[src/include/frv_front_config.svh]
/*
 * Front end configuration
 * Reset PC, fetch buffer depth and the trap micro-op codes
 */
`ifndef FRV_FRONT_CONFIG_SVH
`define FRV_FRONT_CONFIG_SVH

// PC taken when reset is released
`define FRV_PC_RESET_VALUE 32'h8000_0000

// Fetch buffer entries, power of two, at least 2
`define FRV_FETCH_BUF_DEPTH 4

// Trap micro-ops, top of the uop space
`define FRV_UOP_TRAP_ILLEGAL 5'h1E
`define FRV_UOP_TRAP_FETCH   5'h1F

`endif
[src/hw/frv_front_pkg.sv]
/*
 * Front end types
 * Word, address and decode field types, plus the fetch FSM states
 */
package frv_front_pkg;

    typedef logic [31:0] word_t;    // Instruction or data word
    typedef logic [31:0] addr_t;    // Byte address or PC
    typedef logic [4:0]  reg_idx_t; // Architectural register index
    typedef logic [4:0]  uop_t;     // Micro-op code

    // One-hot unit select
    // bit 0 ALU, bit 1 memory, bit 2 control flow
    typedef logic [2:0]  fu_t;

    typedef enum logic [1:0] {
        IDLE,       // No response due
        WAIT_RSP,   // Response due, push it
        DROP_RSP    // Response due but stale
    } fetch_state_t;

endpackage

[src/hw/frv_front.sv]
/*
 * Instruction front end
 * Fetch, fetch buffer and decode between instruction memory and dispatch
 */
`timescale 1ns/10ps
`include "frv_front_config.svh"

module frv_front (
    input  logic                    g_clk,        // Core clock
    input  logic                    i_rst_n,      // Async reset
    input  logic                    i_cf_req,     // Change request
    input  frv_front_pkg::addr_t    i_cf_target,  // Change target
    output logic                    o_cf_ack,     // Change taken
    input  logic                    i_flush,      // Drop buffered words
    output logic                    o_imem_cen,   // Read request
    output frv_front_pkg::addr_t    o_imem_addr,  // Read address
    input  logic                    i_imem_stall, // Memory stall
    input  frv_front_pkg::word_t    i_imem_rdata, // Read data
    input  logic                    i_imem_error, // Read error
    output logic                    o_valid,      // Decoded item ready
    input  logic                    i_busy,       // Dispatch stalled
    output frv_front_pkg::reg_idx_t o_rd,
    output frv_front_pkg::reg_idx_t o_rs1,
    output frv_front_pkg::reg_idx_t o_rs2,
    output frv_front_pkg::word_t    o_imm,
    output frv_front_pkg::addr_t    o_pc,
    output frv_front_pkg::uop_t     o_uop,
    output frv_front_pkg::fu_t      o_fu,
    output logic                    o_trap,
    output frv_front_pkg::word_t    o_instr
);

    // Fetch to buffer
    logic                                  push;
    frv_front_pkg::word_t                  push_data;
    frv_front_pkg::addr_t                  push_pc;
    logic                                  push_err;
    logic [$clog2(`FRV_FETCH_BUF_DEPTH):0] free;
    // Buffer to decode
    logic                                  pop;
    logic                                  head_valid;
    frv_front_pkg::word_t                  head_data;
    frv_front_pkg::addr_t                  head_pc;
    logic                                  head_err;

    frv_ifetch u_ifetch (
        .g_clk        (g_clk),
        .i_rst_n      (i_rst_n),
        .i_cf_req     (i_cf_req),
        .i_cf_target  (i_cf_target),
        .o_cf_ack     (o_cf_ack),
        .i_imem_stall (i_imem_stall),
        .i_imem_rdata (i_imem_rdata),
        .i_imem_error (i_imem_error),
        .o_imem_cen   (o_imem_cen),
        .o_imem_addr  (o_imem_addr),
        .i_free       (free),
        .o_push       (push),
        .o_push_data  (push_data),
        .o_push_pc    (push_pc),
        .o_push_err   (push_err)
    );

    frv_fetch_buffer u_fetch_buffer (
        .g_clk        (g_clk),
        .i_rst_n      (i_rst_n),
        .i_flush      (i_flush),
        .i_push       (push),
        .i_push_data  (push_data),
        .i_push_pc    (push_pc),
        .i_push_err   (push_err),
        .o_free       (free),
        .i_pop        (pop),
        .o_head_valid (head_valid),
        .o_head_data  (head_data),
        .o_head_pc    (head_pc),
        .o_head_err   (head_err)
    );

    frv_decode_stage u_decode (
        .g_clk        (g_clk),
        .i_rst_n      (i_rst_n),
        .i_flush      (i_flush),
        .i_head_valid (head_valid),
        .i_head_data  (head_data),
        .i_head_pc    (head_pc),
        .i_head_err   (head_err),
        .o_pop        (pop),
        .i_busy       (i_busy),
        .o_valid      (o_valid),
        .o_rd         (o_rd),
        .o_rs1        (o_rs1),
        .o_rs2        (o_rs2),
        .o_imm        (o_imm),
        .o_pc         (o_pc),
        .o_uop        (o_uop),
        .o_fu         (o_fu),
        .o_trap       (o_trap),
        .o_instr      (o_instr)
    );

endmodule

[src/hw/frv_decode_stage.sv]
/*
 * Decode stage
 * Decodes the buffer head into pipeline fields and holds them in a
 * valid/busy output register for dispatch
 */
`timescale 1ns/10ps
`include "frv_front_config.svh"

module frv_decode_stage (
    input  logic                    g_clk,        // Core clock
    input  logic                    i_rst_n,      // Async reset
    input  logic                    i_flush,      // Clear output valid
    input  logic                    i_head_valid, // Buffer head present
    input  frv_front_pkg::word_t    i_head_data,  // Head word
    input  frv_front_pkg::addr_t    i_head_pc,    // Head PC
    input  logic                    i_head_err,   // Head fetch error
    output logic                    o_pop,        // Head consumed
    input  logic                    i_busy,       // Dispatch stalled
    output logic                    o_valid,      // Output register full
    output frv_front_pkg::reg_idx_t o_rd,         // Destination register
    output frv_front_pkg::reg_idx_t o_rs1,        // Source register 1
    output frv_front_pkg::reg_idx_t o_rs2,        // Source register 2
    output frv_front_pkg::word_t    o_imm,        // Sign-extended immediate
    output frv_front_pkg::addr_t    o_pc,         // Instruction PC
    output frv_front_pkg::uop_t     o_uop,        // Micro-op
    output frv_front_pkg::fu_t      o_fu,         // Unit select
    output logic                    o_trap,       // Raise a trap
    output frv_front_pkg::word_t    o_instr       // Raw word
);

    localparam frv_front_pkg::fu_t FU_ALU = 3'b001;
    localparam frv_front_pkg::fu_t FU_MEM = 3'b010;
    localparam frv_front_pkg::fu_t FU_CF  = 3'b100;

    frv_front_pkg::word_t    instr;
    logic [2:0]              funct3;
    logic [6:0]              funct7;
    logic                    shift;     // OP-IMM shift encoding
    logic                    illegal;
    frv_front_pkg::reg_idx_t d_rd;
    frv_front_pkg::reg_idx_t d_rs1;
    frv_front_pkg::reg_idx_t d_rs2;
    frv_front_pkg::word_t    d_imm;
    frv_front_pkg::uop_t     d_uop;
    frv_front_pkg::fu_t      d_fu;
    logic                    d_trap;
    logic                    load_en;

    assign instr  = i_head_data;
    assign funct3 = instr[14:12];
    assign funct7 = instr[31:25];
    assign shift  = funct3[1:0] == 2'b01;

    // ----------------------------------------
    // Field decode
    // ----------------------------------------
    always_comb begin
        d_rd    = instr[11:7];
        d_rs1   = instr[19:15];
        d_rs2   = instr[24:20];
        d_imm   = {{20{instr[31]}}, instr[31:20]};                  // I-type default
        d_uop   = '0;
        d_fu    = '0;
        illegal = 1'b0;
        // Every known opcode ends in 11, so a 16-bit word falls to default
        case (instr[6:0])
            7'b0110111, 7'b0010111: begin                           // LUI, AUIPC
                d_rs1 = '0;
                d_rs2 = '0;
                d_imm = {instr[31:12], 12'h000};
                d_uop = instr[5] ? 5'h10 : 5'h11;
                d_fu  = FU_ALU;
            end
            7'b1101111: begin                                       // JAL
                d_rs1 = '0;
                d_rs2 = '0;
                d_imm = {{11{instr[31]}}, instr[31], instr[19:12], instr[20],
                         instr[30:21], 1'b0};
                d_uop = 5'h12;
                d_fu  = FU_CF;
            end
            7'b1100111: begin                                       // JALR
                d_rs2   = '0;
                d_uop   = 5'h13;
                d_fu    = FU_CF;
                illegal = funct3 != 3'b000;
            end
            7'b1100011: begin                                       // BRANCH
                d_rd    = '0;
                d_imm   = {{19{instr[31]}}, instr[31], instr[7], instr[30:25],
                           instr[11:8], 1'b0};
                d_uop   = {2'b00, funct3};
                d_fu    = FU_CF;
                illegal = funct3[2:1] == 2'b01;                     // No 010, 011
            end
            7'b0000011: begin                                       // LOAD
                d_rs2   = '0;
                d_uop   = {2'b00, funct3};
                d_fu    = FU_MEM;
                illegal = (funct3 == 3'b011) | (funct3[2:1] == 2'b11);
            end
            7'b0100011: begin                                       // STORE
                d_rd    = '0;
                d_imm   = {{20{instr[31]}}, instr[31:25], instr[11:7]};
                d_uop   = {2'b01, funct3};                          // Bit 3 marks store
                d_fu    = FU_MEM;
                illegal = funct3[2] | (funct3[1:0] == 2'b11);
            end
            7'b0010011: begin                                       // OP-IMM
                d_rs2   = '0;
                d_uop   = {1'b0, shift & instr[30], funct3};        // Bit 30 only for shifts
                d_fu    = FU_ALU;
                illegal = shift & (((funct7 & 7'b1011111) != '0) |
                                   (funct3 == 3'b001 & instr[30]));
            end
            7'b0110011: begin                                       // OP
                d_imm   = '0;
                d_uop   = {1'b0, instr[30], funct3};
                d_fu    = FU_ALU;
                // Rejects the M extension and bad SUB/SRA forms
                illegal = ((funct7 & 7'b1011111) != '0) |
                          (instr[30] & funct3 != 3'b000 & funct3 != 3'b101);
            end
            default: illegal = 1'b1;
        endcase

        d_trap = i_head_err | illegal;
        if (d_trap) begin
            d_rd  = '0;
            d_rs1 = '0;
            d_rs2 = '0;
            d_imm = '0;
            d_fu  = '0;
            d_uop = i_head_err ? `FRV_UOP_TRAP_FETCH : `FRV_UOP_TRAP_ILLEGAL; // Error first
        end
    end

    // ----------------------------------------
    // Output register
    // ----------------------------------------
    assign load_en = i_head_valid & (~o_valid | ~i_busy) & ~i_flush;
    assign o_pop   = load_en;

    always_ff @(posedge g_clk or negedge i_rst_n) begin
        if (!i_rst_n) begin
            o_valid <= 1'b0;
        end else if (i_flush) begin
            o_valid <= 1'b0;                    // Old path gone
        end else if (load_en) begin
            o_valid <= 1'b1;
        end else if (!i_busy) begin
            o_valid <= 1'b0;                    // Taken, nothing behind it
        end
    end

    always_ff @(posedge g_clk) begin
        if (load_en) begin
            o_rd    <= d_rd;
            o_rs1   <= d_rs1;
            o_rs2   <= d_rs2;
            o_imm   <= d_imm;
            o_pc    <= i_head_pc;
            o_uop   <= d_uop;
            o_fu    <= d_fu;
            o_trap  <= d_trap;
            o_instr <= instr;
        end
    end

endmodule

[src/hw/frv_fetch_buffer.sv]
/*
 * Fetch buffer
 * Circular FIFO of fetched word, PC and error bit, reports free entries
 */
`timescale 1ns/10ps
`include "frv_front_config.svh"

module frv_fetch_buffer (
    input  logic                                      g_clk,        // Core clock
    input  logic                                      i_rst_n,      // Async reset
    input  logic                                      i_flush,      // Drop all entries
    input  logic                                      i_push,       // Write entry
    input  frv_front_pkg::word_t                      i_push_data,  // Fetched word
    input  frv_front_pkg::addr_t                      i_push_pc,    // Its PC
    input  logic                                      i_push_err,   // Its error bit
    output logic [$clog2(`FRV_FETCH_BUF_DEPTH):0]     o_free,       // Empty slots
    input  logic                                      i_pop,        // Take head
    output logic                                      o_head_valid, // Head present
    output frv_front_pkg::word_t                      o_head_data,  // Head word
    output frv_front_pkg::addr_t                      o_head_pc,    // Head PC
    output logic                                      o_head_err    // Head error
);

    localparam int DEPTH = `FRV_FETCH_BUF_DEPTH;
    localparam int PTR_W = $clog2(DEPTH);
    localparam int CNT_W = PTR_W + 1;

    frv_front_pkg::word_t data_mem [DEPTH];     // Word storage
    frv_front_pkg::addr_t pc_mem [DEPTH];       // PC storage
    logic [DEPTH-1:0]     err_mem;              // Fetch error per entry
    logic [PTR_W-1:0]     wr_ptr_q;
    logic [PTR_W-1:0]     rd_ptr_q;
    logic [CNT_W-1:0]     count_q;              // Entries held
    logic                 do_pop;

    assign o_head_valid = count_q != '0;
    assign o_free       = CNT_W'(DEPTH) - count_q;
    assign do_pop       = i_pop & o_head_valid;  // Ignore pop when empty

    assign o_head_data  = data_mem[rd_ptr_q];
    assign o_head_pc    = pc_mem[rd_ptr_q];
    assign o_head_err   = err_mem[rd_ptr_q];

    // Storage, the fetch side never pushes when full
    always_ff @(posedge g_clk) begin
        if (i_push) begin
            data_mem[wr_ptr_q] <= i_push_data;
            pc_mem[wr_ptr_q]   <= i_push_pc;
            err_mem[wr_ptr_q]  <= i_push_err;
        end
    end

    always_ff @(posedge g_clk or negedge i_rst_n) begin
        if (!i_rst_n) begin
            wr_ptr_q <= '0;
            rd_ptr_q <= '0;
            count_q  <= '0;
        end else if (i_flush) begin
            wr_ptr_q <= '0;                     // Flush beats a push
            rd_ptr_q <= '0;
            count_q  <= '0;
        end else begin
            if (i_push) begin
                wr_ptr_q <= wr_ptr_q + 1'b1;    // Wraps at depth
            end
            if (do_pop) begin
                rd_ptr_q <= rd_ptr_q + 1'b1;
            end
            count_q <= count_q + CNT_W'(i_push) - CNT_W'(do_pop);
        end
    end

endmodule

[src/hw/frv_ifetch.sv]
/*
 * Instruction fetch
 * Issues word reads, keeps the PC, takes control flow changes and
 * pushes responses into the fetch buffer
 */
`timescale 1ns/10ps
`include "frv_front_config.svh"

module frv_ifetch (
    input  logic                                      g_clk,        // Core clock
    input  logic                                      i_rst_n,      // Async reset
    input  logic                                      i_cf_req,     // Change request
    input  frv_front_pkg::addr_t                      i_cf_target,  // Change target
    output logic                                      o_cf_ack,     // Change taken
    input  logic                                      i_imem_stall, // Memory stall
    input  frv_front_pkg::word_t                      i_imem_rdata, // Read data
    input  logic                                      i_imem_error, // Read error
    output logic                                      o_imem_cen,   // Read request
    output frv_front_pkg::addr_t                      o_imem_addr,  // Read address
    input  logic [$clog2(`FRV_FETCH_BUF_DEPTH):0]     i_free,       // Buffer room
    output logic                                      o_push,       // Push word
    output frv_front_pkg::word_t                      o_push_data,  // Fetched word
    output frv_front_pkg::addr_t                      o_push_pc,    // Its PC
    output logic                                      o_push_err    // Its error bit
);

    localparam int CNT_W = $clog2(`FRV_FETCH_BUF_DEPTH) + 1;

    frv_front_pkg::fetch_state_t state_q;   // Response tracking
    frv_front_pkg::addr_t        pc_q;      // Next fetch PC
    frv_front_pkg::addr_t        rsp_pc_q;  // PC of the request in flight
    logic                        held_q;    // Request held by a stall
    logic                        room;      // Buffer can take one more
    logic                        req_acc;   // Request accepted this edge

    // ----------------------------------------
    // Request side
    // ----------------------------------------

    // A response due this cycle has a slot reserved already
    assign room = i_free > CNT_W'(state_q == frv_front_pkg::WAIT_RSP);

    // No change while a stalled request must hold
    assign o_cf_ack    = i_rst_n & i_cf_req & ~held_q;              // Low in reset
    assign o_imem_cen  = i_rst_n & (held_q | (room & ~i_cf_req));   // Low in reset
    assign o_imem_addr = pc_q;                          // Stable while held
    assign req_acc     = o_imem_cen & ~i_imem_stall;

    // ----------------------------------------
    // Response side
    // ----------------------------------------
    assign o_push      = (state_q == frv_front_pkg::WAIT_RSP) & ~o_cf_ack; // Old path
    assign o_push_data = i_imem_rdata;
    assign o_push_pc   = rsp_pc_q;
    assign o_push_err  = i_imem_error;

    always_ff @(posedge g_clk or negedge i_rst_n) begin
        if (!i_rst_n) begin
            state_q <= frv_front_pkg::IDLE;
            pc_q    <= `FRV_PC_RESET_VALUE;
            held_q  <= 1'b0;
        end else begin
            held_q <= o_imem_cen & i_imem_stall;        // Keep cen and addr up

            if (o_cf_ack) begin
                pc_q <= i_cf_target;                    // Redirect
            end else if (req_acc) begin
                pc_q <= pc_q + 32'd4;                   // Sequential
            end

            // Accepted while a change waits means old path
            if (req_acc) begin
                state_q <= i_cf_req ? frv_front_pkg::DROP_RSP : frv_front_pkg::WAIT_RSP;
            end else begin
                state_q <= frv_front_pkg::IDLE;
            end
        end
    end

    always_ff @(posedge g_clk) begin
        if (req_acc) begin
            rsp_pc_q <= pc_q;                           // Tag for the response
        end
    end

endmodule

[config.mk]
export PLATFORM = sky130hd
export DESIGN_NAME = frv_front
export DESIGN_NICKNAME = d
export VERILOG_FILES = /design/src/hw/frv_front_pkg.sv /design/src/hw/frv_front.sv /design/src/hw/frv_decode_stage.sv /design/src/hw/frv_fetch_buffer.sv /design/src/hw/frv_ifetch.sv
export VERILOG_INCLUDE_DIRS = /design/src /design/src/include
export SDC_FILE = /design/constraint.sdc
export NUM_CORES = 1
export LEC_CHECK = 0
export BUFFER_PORTS_ARGS = -buffer_cell sky130_fd_sc_hd__buf_2
export CAP_MARGIN = 20
export CORE_MARGIN = 4
export CORE_UTILIZATION = 60
export CTS_CLUSTER_DIAMETER = 30
export DETAILED_ROUTE_END_ITERATION = 12
export PLACE_DENSITY_LB_ADDON = 0.12
export SKIP_CTS_REPAIR_TIMING = 1
export SLEW_MARGIN = 20
export SYNTH_ARGS = -nofsm -noshare
export SYNTH_HDL_FRONTEND = slang
export SYNTH_SLANG_ARGS = --single-unit
[constraint.sdc]
create_clock -name g_clk -period 19.15 [get_ports g_clk]
set_input_delay 4.7875 -clock g_clk [delete_from_list [all_inputs] [get_ports g_clk]]
set_output_delay 4.7875 -clock g_clk [all_outputs]
set_load 0.02 [all_outputs]
==> flow_summary.toml <==
[setup_path]
worstPathArrival_ps = 6480
crit_path_start_kind = "input pin"
cp_max_fo = 47
worstSetupStartpoint = "i_rst_n"
rrSetupSlack_ps = 14820
r2r-start = "u_fetch_buffer.rd_ptr_q[1]$_DFFE_PN0P_"
path_class = "input pin to primary output"
critPathRequiredTime_ps = 14360
endpoint_kind = "primary output"

[global_routing]
grt.overflow.total = 0
grt_max_degree = 74
grt_pass1_wl_um = 53500
antenna_found_initial = 0
grt_usage_pct = 22.2
first_global_vias = 9465

[synthesis]
synth_edf_count = 412
synth.net_count = 1010
synth_flop_cell = "edfxtp_1"
syn_inst = 928
ys_seq_elements = 455
syn_avg_cell_area_sq_um = 18.5
ys_seq_area_share_pct = 78.2
synth_cell_types = 55
ys_async_sr_fraction_pct = 9.45
syn_area_sq_um = 17200
yosys_warnings = 0

[cts]
cts-root-buf = "clkbuf_16"
cts_made_buffers = 73
cts_tree = "built"
cts_buffer_depth = 3
path_clk_slew_ps = 60
clk-insertion-delay-late_ps = 550
htree_levels = 3
cts_sinks = 455

[sta]
fin_setup_tns_ps = 0
fin_skew_ps = 21.9
fmax_ghz = 0.0888
setup_viol = 0
period_share_pct = 58.8
rsz0062_at_grt = "false"
hold_viol = 0
relSlewSlack_pct = 28.5
tightestPinTransition_ps = 1070
finalMaxSlewViolations = 0
finalCriticalPeriod_ps = 11270

[status]
status = "finished clean"

[finish]
syn2layout_area_growth_pct = 22.5
seq_area_sq_um = 13500
final_nets = 1279
drive_gt1_share_pct = 34.4
fill_cells = 1652
multi_input_area_sq_um = 3530

[detailed_routing]
firstDrtPassIters = 5
drtIter0Drc = 706
wl_per_cell_um = 20.9
wl_um = 34200
viasPerCell = 5.63
antenna_left = 0
vias = 9200
drc = 0

[pwr]
p_total_mw = 3.08
power.leakage_nw = 7.37
power_density_nw_per_um2 = 146
peakVddDrop_v = 0.0000923

[floorplan]
die_y_um = 177
start_util_pct = 61.4
fp.dieW_um = 177
num_io_pins = 226
coreArea_sq_um = 28000
fp-row-count = 61
die-area_sq_um = 31400

[hold_path]
min_from = "u_ifetch.o_push_pc[20]$_DFFE_PP_"
hold_path_class = "flop to flop"

[placed_design]
dp_hpwl_um = 19800
portBuffers = 225
gp_congestion = 0.827

[job]
max_cap_viol_count = 0
through the flow:
stage                     worst slack (ps)  hold WS, ps  cells  area, sq um  util (%)
after global routing                  7680          504   1634        21100      75.2
after detailed placement              7920          492   1500        18700      66.9
final                                 7880          498   1635        21100      75.2
after floorplan                       8170          459    928        17200         -
after global placement                7960          475   1500        18700      66.9
after CTS                             7870          497   1634        21100      75.2
registers in the layout, summed over array words and instances (netlist names), 3 cells and up:
register / flops
u_decode.o_fu: 3
u_decode.o_imm: 32
u_decode.o_instr: 32
u_decode.o_pc: 32
u_decode.o_rd: 5
u_decode.o_rs1: 5
u_decode.o_rs2: 5
u_decode.o_uop: 5
u_fetch_buffer.count_q: 3
u_fetch_buffer.data_mem: 128
u_fetch_buffer.err_mem: 4
u_fetch_buffer.pc_mem: 128
u_ifetch.o_imem_addr: 32
u_ifetch.o_push_pc: 32
cells in the mapped netlist, types with 3 or more instances:
cell,instances,area (sq um)
a21oi_1,30,150
a22oi_1,5,37.5
and2_1,8,50.1
and3_1,8,50.1
buf_1,6,22.5
buf_2,4,20.0
buf_6,3,33.8
clkbuf_1,27,101
dfrtp_1,42,1050
edfxtp_1,412,12400
ha_1,10,125
inv_1,21,78.8
mux4_2,65,1460
nand2_1,81,304
nand3_1,10,50.1
nor2_1,40,150
nor2b_1,10,62.6
nor3_1,17,85.1
nor3b_1,5,37.5
nor4_1,11,68.8
o21ai_0,32,160
or3_1,4,25.0
xnor2_1,31,272
xor2_1,4,35.0
area by class of cell:
cell class / count / area share [%]
diodes: 1 / 0.0119
clock buffers: 88 / 9.04
clock inverters: 46 / 1.96
inverters: 21 / 0.374
multi-input cells: 411 / 16.8
flip-flops and latches: 455 / 63.9
well taps: 378 / 2.25
repair buffers: 235 / 5.70
final timing paths:
path                                                     endpoint  cells after the start
max in group asynchronous  u_fetch_buffer.rd_ptr_q[1]$_DFFE_PN0P_                      2
setup reg to reg                  u_decode.o_uop[1]$_SDFFCE_PP1P_                      7
setup / recovery                                         o_cf_ack                      5
hold reg to reg            u_fetch_buffer.pc_mem[3][20]$_DFFE_PP_                      0
min in group asynchronous    u_ifetch.o_imem_addr[15]$_DFFE_PN0P_                      2
hold / removal             u_fetch_buffer.pc_mem[3][20]$_DFFE_PP_                      0
metal layers:
metal | global-route usage [%] | vias to the layer above | wire length (um)
met5 | 0 | - | 0
met4 | 6.48 | 0 | 597
met3 | 4.71 | 50 | 2660
met2 | 36.8 | 383 | 17000
met1 | 30.3 | 4593 | 14000
li1 | - | 4174 | -
where the power goes:
part	internal (mW)	switching [mW]	leakage, nW	total [mW]
logic	0.202	0.329	1.99	0.531
registers	1.25	0.0971	4.29	1.34
clock network	0.759	0.447	1.09	1.21
total	2.21	0.873	7.37	3.08
layout by cell type (no fill, tap or decap), types with 3 or more instances in the layout:
master,instances
a22oi_1,5
nor2_1,40
inv_6,5
clkinvlp_4,14
nor3_1,17
nor4_1,11
mux4_2,65
nand3_1,10
clkinv_2,6
a21oi_1,30
ha_1,10
clkbuf_1,14
xor2_1,4
clkinv_4,8
and3_4,4
buf_2,225
dfrtp_1,40
edfxtp_1,412
clkinv_1,7
xnor2_1,31
nand2_1,81
nor3b_1,5
inv_1,21
clkbuf_16,74
nor2b_1,9
o21ai_0,32
or3_1,4
buf_4,10
bufinv_16,3
and2_1,8
and3_1,4
kinds of logic (layout without fill, tap and decap cells):
kind of cell    after synthesis  count (layout)  synth area share, %
mux                          68              68                 8.69
other cells                   0               1                    0
xor+xnor                     35              35                 1.78
flops                       455             455                 78.2
fa+ha+maj                    11              11                0.844
buf+inv                      62             390                 1.54
simple gates                213             213                 6.03
compound gates               84              84                 2.91
worst max-delay path: stages:
cell and delay [ps]:
buf_2 80, buf_4 490, nand3_1 660, inv_1 240, buf_2 190
(Power assumes the default switching activity.)
